[src/source/blit_cmd_pkg.sv]
// Command word layout, count width and status type shared by the blitter sequencer and its testbench
package blit_cmd_pkg;

	// Flag positions in the 32-bit command word
	localparam int CMD_HOLD_BIT    = 7;
	localparam int CMD_UPD_A1F_BIT = 8;
	localparam int CMD_UPD_A1_BIT  = 9;
	localparam int CMD_UPD_A2_BIT  = 10;
	localparam int CMD_BUS_HI_BIT  = 29;

	// Outer and inner loop counts
	localparam int COUNT_W = 16;
	typedef logic [COUNT_W-1:0] count_t;

	// Latched command flags
	typedef struct packed {
		logic upd_a1f;
		logic upd_a1;
		logic upd_a2;
		logic bus_hi;
		logic hold;
	} cmd_t;

	// Sequencer state as seen on the status port, one-hot
	typedef struct packed {
		logic idle;
		logic inner;
		logic a1f_update;
		logic a1_update;
		logic a2_update;
	} status_t;

endpackage

[src/source/blit_addr_pkg.sv]
// Pointer and step types for the A1 and A2 address registers of the blitter
package blit_addr_pkg;

	// A1 carries a fraction, A2 is integer only
	localparam int PTR_INT_W  = 16;
	localparam int PTR_FRAC_W = 16;

	// Integer part in the upper half, fraction in the lower half
	typedef struct packed {
		logic [PTR_INT_W-1:0]  int_part;
		logic [PTR_FRAC_W-1:0] frac;
	} ptr_a1_t;

	typedef logic [PTR_INT_W-1:0] ptr_a2_t;

	// Between-line step values
	typedef struct packed {
		ptr_a1_t              a1_step;
		logic [PTR_INT_W-1:0] a2_step;
	} step_t;

endpackage

[src/source/blit_cmd_regs.sv]
// Blitter register block: turns write strobes into command flags, counts, steps and a start pulse
`timescale 1ns/100ps

module blit_cmd_regs (
	input  logic                 sys_clk,
	input  logic                 resetl,
	input  logic                 cmd_wr,
	input  logic                 count_wr,
	input  logic                 a1_step_wr,
	input  logic                 a2_step_wr,
	input  logic [31:0]          din,
	input  logic                 idle,
	output blit_cmd_pkg::cmd_t   cmd,
	output logic                 outer_load,
	output blit_cmd_pkg::count_t outer_count,
	output blit_cmd_pkg::count_t inner_count,
	output blit_addr_pkg::step_t step,
	output logic                 start
);
	import blit_cmd_pkg::*;

	// Command write seen one cycle late, so the flags are already latched
	logic cmd_ld;

	// Command flags and write tracking
	always_ff @(posedge sys_clk) begin
		if (!resetl) begin
			cmd <= '0;
			cmd_ld <= 1'b0;
			outer_load <= 1'b0;
		end else begin
			cmd_ld <= cmd_wr;
			outer_load <= count_wr;
			if (cmd_wr) begin
				cmd.upd_a1f <= din[CMD_UPD_A1F_BIT];
				cmd.upd_a1 <= din[CMD_UPD_A1_BIT];
				cmd.upd_a2 <= din[CMD_UPD_A2_BIT];
				cmd.bus_hi <= din[CMD_BUS_HI_BIT];
				cmd.hold <= din[CMD_HOLD_BIT];
			end
		end
	end

	// Counts, outer in the top half and inner in the bottom half
	always_ff @(posedge sys_clk) begin
		if (count_wr) begin
			outer_count <= din[31:16];
			inner_count <= din[15:0];
		end
	end

	// Step values
	always_ff @(posedge sys_clk) begin
		if (a1_step_wr)
			step.a1_step <= din;
		if (a2_step_wr)
			step.a2_step <= din[15:0];
	end

	// Go only when not held and the sequencer is free
	// a command written mid-blit just updates the flags
	assign start = cmd_ld && !cmd.hold && idle;

endmodule

[src/source/blit_outer.sv]
// Blitter outer loop: line sequencing, update phases, outer line count, bus request and interrupt
`timescale 1ns/100ps

module blit_outer (
	input  logic                  sys_clk,
	input  logic                  resetl,
	input  blit_cmd_pkg::cmd_t    cmd,
	input  logic                  start,
	input  logic                  outer_load,
	input  blit_cmd_pkg::count_t  outer_count,
	input  logic                  in_done,
	input  logic                  in_active,
	input  logic                  stopped,
	output logic                  in_start,
	output logic                  a1f_upd,
	output logic                  a1_upd,
	output logic                  a2_upd,
	output logic [1:0]            breq,
	output logic                  blit_int,
	output blit_cmd_pkg::status_t status
);
	import blit_cmd_pkg::*;

	typedef enum logic [2:0] {
		ST_IDLE,
		ST_INNER,
		ST_A1F,
		ST_A1,
		ST_A2
	} state_t;

	state_t state;
	state_t state_nxt;
	count_t ocount;
	logic outer0;
	logic launch;
	logic busy;
	logic idle_now;
	logic idled;

	// Last line already started
	assign outer0 = (ocount == '0);

	// Next state, launch marks the cycle before each in_start
	always_comb begin
		state_nxt = state;
		launch = 1'b0;
		case (state)
			ST_IDLE: begin
				if (start) begin
					state_nxt = ST_INNER;
					launch = 1'b1;
				end
			end
			ST_INNER: begin
				if (in_done) begin
					if (outer0)
						state_nxt = ST_IDLE;
					else if (cmd.upd_a1f)
						state_nxt = ST_A1F;
					else if (cmd.upd_a1)
						state_nxt = ST_A1;
					else if (cmd.upd_a2)
						state_nxt = ST_A2;
					else
						launch = 1'b1;
				end
			end
			ST_A1F: begin
				// Fraction first, then integer, then A2
				if (cmd.upd_a1) begin
					state_nxt = ST_A1;
				end else if (cmd.upd_a2) begin
					state_nxt = ST_A2;
				end else begin
					state_nxt = ST_INNER;
					launch = 1'b1;
				end
			end
			ST_A1: begin
				if (cmd.upd_a2) begin
					state_nxt = ST_A2;
				end else begin
					state_nxt = ST_INNER;
					launch = 1'b1;
				end
			end
			ST_A2: begin
				state_nxt = ST_INNER;
				launch = 1'b1;
			end
			default: state_nxt = ST_IDLE;
		endcase
	end

	always_ff @(posedge sys_clk) begin
		if (!resetl) begin
			state <= ST_IDLE;
			in_start <= 1'b0;
		end else begin
			state <= state_nxt;
			in_start <= launch;
		end
	end

	// Outer line counter, one count per line started
	always_ff @(posedge sys_clk) begin
		if (!resetl)
			ocount <= '0;
		else if (outer_load)
			ocount <= outer_count;
		else if (in_start)
			ocount <= ocount - COUNT_W'(1);
	end

	// Update strobes, one cycle each
	assign a1f_upd = (state == ST_A1F);
	assign a1_upd = (state == ST_A1);
	assign a2_upd = (state == ST_A2);

	assign status.idle = (state == ST_IDLE);
	assign status.inner = (state == ST_INNER);
	assign status.a1f_update = a1f_upd;
	assign status.a1_update = a1_upd;
	assign status.a2_update = a2_upd;

	// Bus request level, priority picked by bus_hi
	assign busy = !status.idle || in_active;
	assign breq[0] = busy && !stopped && !cmd.bus_hi;
	assign breq[1] = busy && !stopped && cmd.bus_hi;

	// Interrupt on the rising edge of fully idle
	assign idle_now = status.idle && !in_active;

	always_ff @(posedge sys_clk) begin
		if (!resetl)
			idled <= 1'b1;
		else
			idled <= idle_now;
	end

	assign blit_int = idle_now && !idled;

endmodule

[src/source/blit_inner.sv]
// Blitter inner loop model: counts the pixels of one line and flags its completion
`timescale 1ns/100ps

module blit_inner (
	input  logic                 sys_clk,
	input  logic                 resetl,
	input  logic                 in_start,
	input  blit_cmd_pkg::count_t inner_count,
	output logic                 in_done,
	output logic                 in_active
);
	import blit_cmd_pkg::*;

	// Pixels left in the current line, including the one in progress
	count_t pix_cnt;
	logic active;
	logic last_pix;

	assign last_pix = (pix_cnt == COUNT_W'(1));

	always_ff @(posedge sys_clk) begin
		if (!resetl) begin
			pix_cnt <= '0;
			active <= 1'b0;
		end else if (in_start) begin
			// Latch the line length
			pix_cnt <= inner_count;
			active <= 1'b1;
		end else if (active) begin
			pix_cnt <= pix_cnt - COUNT_W'(1);
			if (last_pix)
				active <= 1'b0;
		end
	end

	// Done on the last pixel, inner_count cycles after in_start
	assign in_done = active && last_pix;
	assign in_active = active;

endmodule

[src/source/blit_addr_update.sv]
// Blitter address registers: A1 and A2 pointers loaded by writes and stepped between lines
`timescale 1ns/100ps

module blit_addr_update (
	input  logic                   sys_clk,
	input  logic                   resetl,
	input  logic                   a1_ptr_wr,
	input  logic                   a2_ptr_wr,
	input  logic [31:0]            din,
	input  blit_addr_pkg::step_t   step,
	input  logic                   a1f_upd,
	input  logic                   a1_upd,
	input  logic                   a2_upd,
	output blit_addr_pkg::ptr_a1_t a1_ptr,
	output blit_addr_pkg::ptr_a2_t a2_ptr
);
	import blit_addr_pkg::*;

	// Fraction sum with carry out on top
	logic [PTR_FRAC_W:0] frac_sum;
	logic [PTR_INT_W-1:0] frac_carry;

	assign frac_sum = {1'b0, a1_ptr.frac} + {1'b0, step.a1_step.frac};
	assign frac_carry = PTR_INT_W'(frac_sum[PTR_FRAC_W]);

	// A1 pointer
	always_ff @(posedge sys_clk) begin
		if (!resetl) begin
			a1_ptr <= '0;
		end else if (a1_ptr_wr) begin
			a1_ptr <= din;
		end else if (a1f_upd) begin
			// Carry goes into the integer part here only
			a1_ptr.frac <= frac_sum[PTR_FRAC_W-1:0];
			a1_ptr.int_part <= a1_ptr.int_part + frac_carry;
		end else if (a1_upd) begin
			a1_ptr.int_part <= a1_ptr.int_part + step.a1_step.int_part;
		end
	end

	// A2 pointer, integer step only
	always_ff @(posedge sys_clk) begin
		if (!resetl)
			a2_ptr <= '0;
		else if (a2_ptr_wr)
			a2_ptr <= din[PTR_INT_W-1:0];
		else if (a2_upd)
			a2_ptr <= a2_ptr + step.a2_step;
	end

endmodule

[src/source/blit_core.sv]
// Blitter outer-loop top level: registers, sequencer, inner counter and pointer stepper
`timescale 1ns/100ps

module blit_core (
	input  logic                   sys_clk,
	input  logic                   resetl,
	input  logic                   cmd_wr,
	input  logic                   count_wr,
	input  logic                   a1_step_wr,
	input  logic                   a2_step_wr,
	input  logic                   a1_ptr_wr,
	input  logic                   a2_ptr_wr,
	input  logic [31:0]            din,
	input  logic                   stopped,
	output logic [1:0]             breq,
	output logic                   blit_int,
	output blit_cmd_pkg::status_t  status,
	output blit_addr_pkg::ptr_a1_t a1_ptr,
	output blit_addr_pkg::ptr_a2_t a2_ptr
);
	import blit_cmd_pkg::*;
	import blit_addr_pkg::*;

	// Register block outputs
	cmd_t cmd;
	logic outer_load;
	count_t outer_count;
	count_t inner_count;
	step_t step;
	logic start;

	// Sequencer to inner loop and pointers
	logic in_start;
	logic in_done;
	logic in_active;
	logic a1f_upd;
	logic a1_upd;
	logic a2_upd;

	blit_cmd_regs blit_cmd_regs_inst (
		.sys_clk     (sys_clk),
		.resetl      (resetl),
		.cmd_wr      (cmd_wr),
		.count_wr    (count_wr),
		.a1_step_wr  (a1_step_wr),
		.a2_step_wr  (a2_step_wr),
		.din         (din),
		.idle        (status.idle),
		.cmd         (cmd),
		.outer_load  (outer_load),
		.outer_count (outer_count),
		.inner_count (inner_count),
		.step        (step),
		.start       (start)
	);

	blit_outer blit_outer_inst (
		.sys_clk     (sys_clk),
		.resetl      (resetl),
		.cmd         (cmd),
		.start       (start),
		.outer_load  (outer_load),
		.outer_count (outer_count),
		.in_done     (in_done),
		.in_active   (in_active),
		.stopped     (stopped),
		.in_start    (in_start),
		.a1f_upd     (a1f_upd),
		.a1_upd      (a1_upd),
		.a2_upd      (a2_upd),
		.breq        (breq),
		.blit_int    (blit_int),
		.status      (status)
	);

	blit_inner blit_inner_inst (
		.sys_clk     (sys_clk),
		.resetl      (resetl),
		.in_start    (in_start),
		.inner_count (inner_count),
		.in_done     (in_done),
		.in_active   (in_active)
	);

	blit_addr_update blit_addr_update_inst (
		.sys_clk   (sys_clk),
		.resetl    (resetl),
		.a1_ptr_wr (a1_ptr_wr),
		.a2_ptr_wr (a2_ptr_wr),
		.din       (din),
		.step      (step),
		.a1f_upd   (a1f_upd),
		.a1_upd    (a1_upd),
		.a2_upd    (a2_upd),
		.a1_ptr    (a1_ptr),
		.a2_ptr    (a2_ptr)
	);

endmodule

[config.mk]
export PLATFORM = sky130hd
export DESIGN_NAME = blit_core
export DESIGN_NICKNAME = d
export VERILOG_FILES = /design/src/source/blit_cmd_pkg.sv /design/src/source/blit_addr_pkg.sv /design/src/source/blit_cmd_regs.sv /design/src/source/blit_outer.sv /design/src/source/blit_inner.sv /design/src/source/blit_addr_update.sv /design/src/source/blit_core.sv
export SDC_FILE = /design/constraint.sdc
export NUM_CORES = 1
export LEC_CHECK = 0
export BUFFER_PORTS_ARGS = -buffer_cell sky130_fd_sc_hd__clkbuf_2
export CELL_PAD_IN_SITES_DETAIL_PLACEMENT = 0
export CELL_PAD_IN_SITES_GLOBAL_PLACEMENT = 1
export CORE_MARGIN = 5
export CORE_UTILIZATION = 45
export CTS_CLUSTER_DIAMETER = 60
export DETAILED_ROUTE_END_ITERATION = 8
export PLACE_DENSITY = 0.84
export SETUP_SLACK_MARGIN = 0.15
export SLEW_MARGIN = 20
export SYNTH_ARGS = -nofsm -noshare
export SYNTH_HDL_FRONTEND = slang
export SYNTH_HIERARCHICAL = 1
export SYNTH_SLANG_ARGS = --single-unit
[constraint.sdc]
create_clock -name sys_clk -period 8.25 [get_ports sys_clk]
set_clock_uncertainty 0.1 [all_clocks]
set_input_delay 0.825 -clock sys_clk [delete_from_list [all_inputs] [get_ports sys_clk]]
set_output_delay 0.825 -clock sys_clk [all_outputs]
set_load 0.1 [all_outputs]
==> flow_summary.ini, run 1 <==
[floorplan]
die_y_um = 151
die_w_um = 151
placementRows = 51
initial_core_util_pct = 45.9
design.die.area_um2 = 22800
io_pins = 97
coreArea_um2 = 19500

[synth]
synth_ff_type = dfxtp_1
synthAdderAreaFrac_pct = 7.52
synth_top_family_by_area = compound AO/OA/AOI/OAI gates
synth_nets = 972
synth_xor_area_share_pct = 5.67
synthCells = 879
synth-async-reset-ratio_pct = 0
synthSimpleGateAreaFrac_pct = 14.6
ys_types = 74
yosysSeqAreaShare_pct = 47.6
synth_compound_area_share_pct = 18.7
ys_warn_count = 6
synth_edf_count = 80
synth_mux_area_share_pct = 2.46
netlist_area_um2 = 8960
postSynthAreaPerCell_um2 = 10.2
ys_seq_elements = 173

[sta]
drv_slew = 0
final-hold-violation-count = 0
finalWorstSetupSlack_ns = 4.01
finalSetupViolations = 0
max_slew_margin_pct = 28.8
finalCriticalPeriod_ns = 4.24
max_freq_ghz = 0.236
finalCritPeriodShare_pct = 51.5
rsz0062_at_grt = false
fin_setup_tns_ns = 0
whs_ns = 0.370
max_slew.worst_pin.slew_ns = 1.07

[placed_design]
dp_hpwl_um = 15400
port_buffers = 96
dp_cells = 1197
place_area_um2 = 9590
preCtsSetupSlack_ns = 4.06
gp_congestion = 0.858

[critical_path]
cp_top_family = compound AO/OA/AOI/OAI gates
max_stage_delay_ns = 0.47
worst-setup-path-type = reg2reg
crit_path_end_kind = flip-flop
cp.buffers_inverters = 1
crit_fanout = 7
critPathLaunchType = flip-flop
cp_data_required_time_ns = 8.46
critical-path-slowest-cell = a2111o_1
crit_chain = ha_1 > a21o_1 > a2111o_1 > a41oi_2 > o21ai_1 > a21o_1 > a21oi_1 > mux2i_1 > ha_1 > inv_1 > fa_1 > nor2b_1 > o31a_1 > o211ai_1 > a21oi_1 > nor3_1 > mux2i_1 > nor2_1
arrival_ns = 4.45

[layout]
design_area_um2 = 10200
fillers = 1823
layout_common_cells = clkbuf_2, dfxtp_1, a21oi_1, edfxtp_1, o21ai_0
final_common_cell = clkbuf_2
final_cells = 1229
n_antenna_cell = 0
areaGrowthSynthToFinish_pct = 13.6
utilization_pct = 52.1
drive_above_1_share_pct = 15.1
final_net_count = 1044

[clocking]
cts_tree = yes
insertion_delay_ns = 0.43
cts.sinks = 173
cts.repair.resized = 0
cts.clk_slew.worst_paths_ns = 0.07
hold_buffers = 0
cts-root-buf = clkbuf_16
h-tree-depth = 4
numCtsBuffers = 17
post-cts-setup-buffer-count = 0
cts_max_path_buffers = 2

[power]
p_leak_nw = 4.03
irDropWorstVdd_v = 0.000152
total_power_mw = 2.33
power_density_nw_per_um2 = 229

[grt]
grt_pass1_wl_um = 34700
grt_start_max_net_pins = 59
overflow = 0
grt_pass1_vias = 6545
grt_use_total_pct = 19.5
antenna_found_initial = 0

[detailed_routing]
vias_per_cell = 5.62
drc = 0
wl_per_cell_um = 17.8
ant_nets = 0
wl_um = 21900
vias = 6904
dr.pass1.iters = 5
drt_iter0_markers = 484

[status]
status = complete, no violations

[hold_path]
hold_class = reg2reg

[job]
cap_violations = 0
[worst paths after layout]
path / startpoint / end / slack, ns / cells after the start
setup reg to reg: blit_cmd_regs_inst/step[24]$_DFFE_PP_ / blit_addr_update_inst/a1_ptr[28]$_SDFFE_PN0P_ / 4.01 / 18
hold reg to reg: blit_cmd_regs_inst/inner_count[2]$_DFFE_PP_ / blit_inner_inst/pix_cnt[2]$_SDFFE_PN0P_ / 0.37 / 1
setup / recovery: blit_cmd_regs_inst/step[24]$_DFFE_PP_ / blit_addr_update_inst/a1_ptr[28]$_SDFFE_PN0P_ / 4.01 / 18
hold / removal: blit_cmd_regs_inst/inner_count[2]$_DFFE_PP_ / blit_inner_inst/pix_cnt[2]$_SDFFE_PN0P_ / 0.37 / 1
[metal layers]
layer / up-vias / wire length [µm] / global-route usage, %
met1: 3288 / 10100 / 26.9
met2: 172 / 10000 / 30.5
met3: 25 / 1290 / 4.28
met5: - / 0 / 0
met4: 0 / 443 / 6.84
li1: 3419 / - / -
[logic make-up (layout without fill, tap and decap cells)]
group | after synthesis | count (layout)
AOI/OAI and AO/OA | 264 | 264
xor gates and xnor gates | 58 | 58
adders and majority gates | 52 | 52
buffers and inverters | 73 | 158
DFF | 173 | 173
muxes | 22 | 22
and+or+nand+nor | 237 | 237
[sequential cells by signal, summed over array words and instances (netlist names)]
signal and cells:
blit_outer_inst/ocount 16, blit_outer_inst/in_start 1, blit_inner_inst/pix_cnt 16, blit_cmd_regs_inst/outer_count 16, blit_cmd_regs_inst/inner_count 16, blit_cmd_regs_inst/outer_load 1
blit_addr_update_inst/a2_ptr 16, blit_outer_inst/idled 1, blit_outer_inst/state 3, blit_addr_update_inst/a1_ptr 32, blit_cmd_regs_inst/step 48, blit_cmd_regs_inst/cmd_ld 1
blit_cmd_regs_inst/cmd 5, blit_inner_inst/in_active 1
[final cells by class]
type	count	area, µm²	area share, %
repair buffers	100	510	5.02
clock buffers	18	450	4.43
multi-input cells	633	4390	43.2
flip-flops and latches	173	4260	41.9
clock inverters	14	126	1.24
inverters	26	97.6	0.960
well taps	265	332	3.26
[worst register-to-register path, delay by kind of cell, from the launching register on]
kind / cells / cell delay (ns)
fa+ha+maj: 3 / 0.81
compound gates: 9 / 2.08
flops: 1 / 0.37
mux: 2 / 0.32
simple gates: 3 / 0.38
buf+inv: 1 / 0.07
[synthesized netlist by cell type, types with 9 or more instances]
cell type	number	area (µm²)
o21ai_0	59	295
a211oi_1	20	150
a21oi_1	81	405
o21ai_1	9	45.0
or3_1	9	56.3
nor3_1	24	120
nor2b_1	27	169
mux2i_1	22	220
nand2_1	37	139
a21o_1	15	113
nand2b_1	12	75.1
ha_1	49	613
xnor2_1	32	280
nor4_1	10	62.6
clkbuf_1	31	116
edfxtp_1	80	2400
nor2_1	57	214
xor2_1	26	228
dfxtp_1	93	1860
inv_1	25	93.8
a31oi_1	12	75.1
[report_power, final]
part | leakage, nW | internal (mW) | switching (mW)
combinational | 2.19 | 0.166 | 0.359
sequential | 1.55 | 0.969 | 0.0521
clock | 0.286 | 0.415 | 0.368
total | 4.03 | 1.55 | 0.780
No activity file was read; power rests on OpenSTA's default activity.
==> inputs of run 2 (changes only) <==
--- a/config.mk
+++ b/config.mk
@@ -5,6 +5,7 @@
 export SDC_FILE = /design/constraint.sdc
 export NUM_CORES = 1
 export LEC_CHECK = 0
+export ABC_AREA = 1
 export BUFFER_PORTS_ARGS = -buffer_cell sky130_fd_sc_hd__clkbuf_2
 export CELL_PAD_IN_SITES_DETAIL_PLACEMENT = 0
 export CELL_PAD_IN_SITES_GLOBAL_PLACEMENT = 1
@@ -12,7 +13,7 @@
 export CORE_UTILIZATION = 45
 export CTS_CLUSTER_DIAMETER = 60
 export DETAILED_ROUTE_END_ITERATION = 8
-export PLACE_DENSITY = 0.84
+export PLACE_DENSITY = 0.87
 export SETUP_SLACK_MARGIN = 0.15
 export SLEW_MARGIN = 20
 export SYNTH_ARGS = -nofsm -noshare
==> constraint.sdc (replaced) <==
create_clock -name sys_clk -period 4.41 [get_ports sys_clk]
set_clock_uncertainty 0.1 [all_clocks]
set_input_delay 0.441 -clock sys_clk [delete_from_list [all_inputs] [get_ports sys_clk]]
set_output_delay 0.441 -clock sys_clk [all_outputs]
set_load 0.1 [all_outputs]
==> run 2 against run 1 <==
Highest routed layer unchanged. First-iteration DRC count rose by 22%. Total power grew 120%. Critical endpoint is now blit_addr_update_inst/a1_ptr[24]$_SDFFE_PN0P_. Synthesized cell count rose by 45%. Via count grew 24%.
==> flow_summary.ini, run 2 <==
[status]
status = complete, no violations

[synth]
yosysMostFrequentCell = nand2_1
yosys.area.top_type = edfxtp_1
synth-async-reset-ratio_pct = 0
synthCells = 1277
ys_warn_count = 6
synth_nets = 1370
synth_edf_count = 80
synthTopCellsByCount = nand2_1, inv_1, nor2_1, a21oi_1, dfxtp_1
ys_types = 45
netlist_area_um2 = 10000
synth_top_area_share_pct = 24.0
yosysSeqAreaShare_pct = 42.6
synth_ff_type = dfxtp_1
ys_seq_elements = 173
synthTopCellsByArea = edfxtp_1, dfxtp_1, nand2_1, ha_1, inv_1
postSynthAreaPerCell_um2 = 7.83

[floorplan]
die_w_um = 159
coreArea_um2 = 21800
placementRows = 54
design.die.area_um2 = 25300
die_y_um = 159
io_pins = 97
initial_core_util_pct = 45.8

[clocking]
cts.clk_slew.worst_paths_ns = 0.07
insertion_delay_ns = 0.43
cts.sinks = 173
cts_max_path_buffers = 2
cts.repair.resized = 0
h-tree-depth = 4
cts-root-buf = clkbuf_16
cts_tree = yes
numCtsBuffers = 17
hold_buffers = 0
post-cts-setup-buffer-count = 0

[layout]
n_antenna_cell = 0
drive_above_1_share_pct = 15.4
reg_top3 = blit_cmd_regs_inst/step (48), blit_addr_update_inst/a1_ptr (32)
layout_common_cells = nand2_1, inv_1, nor2_1, a21oi_1, clkbuf_2
final_common_cell = nand2_1
areaGrowthSynthToFinish_pct = 12.3
final_net_count = 1453
largest_register_ffs = 48
regMostFlops = blit_cmd_regs_inst/step
final_cells = 1653

[critical_path]
rrSetupSlack_ns = 1.19
arrival_ns = 3.44
crit_fanout = 18
critPathLaunchType = flip-flop
crit_path_end_kind = flip-flop
worst-setup-path-type = reg2reg
cp_data_required_time_ns = 4.63
timing.rr.start = blit_outer_inst/state[1]$_SDFFE_PN0P_
critPathLaunch = blit_outer_inst/state[1]$_SDFFE_PN0P_
rr_endpoint = blit_addr_update_inst/a1_ptr[24]$_SDFFE_PN0P_
r2r_cells = 16

[sta]
finalWorstSetupSlack_ns = 1.19
max_freq_ghz = 0.310
fin_setup_tns_ns = 0
max_slew_margin_pct = 33.3
max_slew.worst_pin.slew_ns = 0.999
final-hold-violation-count = 0
finalSetupViolations = 0
drv_slew = 0
rsz0062_at_grt = false
finalCritPeriodShare_pct = 73.0
finalCriticalPeriod_ns = 3.22

[power]
irDropWorstVdd_v = 0.000288
power_density_nw_per_um2 = 448
p_leak_nw = 5.22

[grt]
grt_pass1_vias = 8286
grt_use_total_pct = 20.5
antenna_found_initial = 0
overflow = 0
grt_pass1_wl_um = 42900
grt_start_max_net_pins = 34

[detailed_routing]
wl_per_cell_um = 15.9
dr.pass1.iters = 5
vias = 8550
vias_per_cell = 5.17
drt_iter0_markers = 591
wl_um = 26200
drc = 0
ant_nets = 0

[hold_path]
hold_path_depth = 1
hold_class = in2reg
hp-start = din[25]
min_to = blit_cmd_regs_inst/outer_count[9]$_DFFE_PP_

[placed_design]
preCtsSetupSlack_ns = 1.20
gp_congestion = 0.882
dp_hpwl_um = 19000
dp_cells = 1621
port_buffers = 96

[job]
cap_violations = 0
==> run 2: cell types whose count changed in the layout (fill, tap and decap cells not counted), sizes merged, moves of 27 or more <==
cell / before / now
nor2b: 27 / 0
nand3: 8 / 86
nand2: 37 / 342
a21oi: 81 / 108
nor2: 57 / 153
o21ai: 68 / 40
xnor2: 32 / 4
inv: 32 / 161
a22oi: 2 / 42
==> run 2: through the flow <==
stage               utilization (%)  cell area (µm²)  total power [mW]  hold WS [ns]
global route                   51.5            11200              5.32         0.115
floorplan                         -            10000              3.26         0.356
CTS                            51.5            11200              5.07         0.106
detailed placement             48.9            10700              3.60         0.378
finish                         51.5            11200              5.04         0.124
global placement               48.9            10700              3.58         0.371
==> run 2: routing by layer <==
metal	vias up	GRT usage (%)	share of wire (%)	wire length [µm]
li1	4395	-	-	-
met3	31	3.86	4.4	1140
met5	-	0	0	0
met2	176	33.6	46	12000
met4	0	4.69	1.3	344
met1	3948	28.3	49	12800
==> run 2: worst max path at each step <==
stage | endpoint | slack (ns)
global placement | blit_addr_update_inst/a1_ptr[28]$_SDFFE_PN0P_ | 1.30
global route | blit_addr_update_inst/a1_ptr[24]$_SDFFE_PN0P_ | 0.88
detailed placement | blit_addr_update_inst/a1_ptr[24]$_SDFFE_PN0P_ | 1.20
floorplan | blit_addr_update_inst/a1_ptr[24]$_SDFFE_PN0P_ | 0.94
finish | blit_addr_update_inst/a1_ptr[24]$_SDFFE_PN0P_ | 1.19
CTS | blit_addr_update_inst/a1_ptr[24]$_SDFFE_PN0P_ | 1.21
==> run 2: kinds of logic (layout without fill, tap and decap cells) <==
family,after synthesis,count (layout),synth area share [%]
buf+inv,196,292,7.91
simple gates,618,618,27.9
fa+ha+maj,52,52,6.73
compound gates,215,215,12.8
xor+xnor,23,23,2.01
flops,173,173,42.6
==> run 2: layout make-up <==
cell class / instances / area, µm²
fill: 2122 / 10600
multi-input combinational: 908 / 4950
sequential: 173 / 4260
inverter: 162 / 608
timing repair buffer: 98 / 495
clock buffer: 19 / 453
tap: 280 / 350
clock inverter: 13 / 118
==> run 2: power breakdown <==
group / internal (mW) / switching, mW
combinational: 0.471 / 1.15
clock: 0.808 / 0.656
sequential: 1.83 / 0.121
==> run 2: critical path: stages (launching register included) <==
cell and delay [ns]:
dfxtp_1 0.34, inv_1 0.09, nor2_1 0.24, nand2_1 0.14
inv_1 0.53, o21ai_0 0.20, inv_1 0.09, ha_1 0.16
inv_1 0.05, fa_1 0.35, inv_1 0.12, nand3_1 0.09
nand3_1 0.14, a21oi_1 0.10, and2_1 0.14, o21ai_0 0.15
a21oi_1 0.08
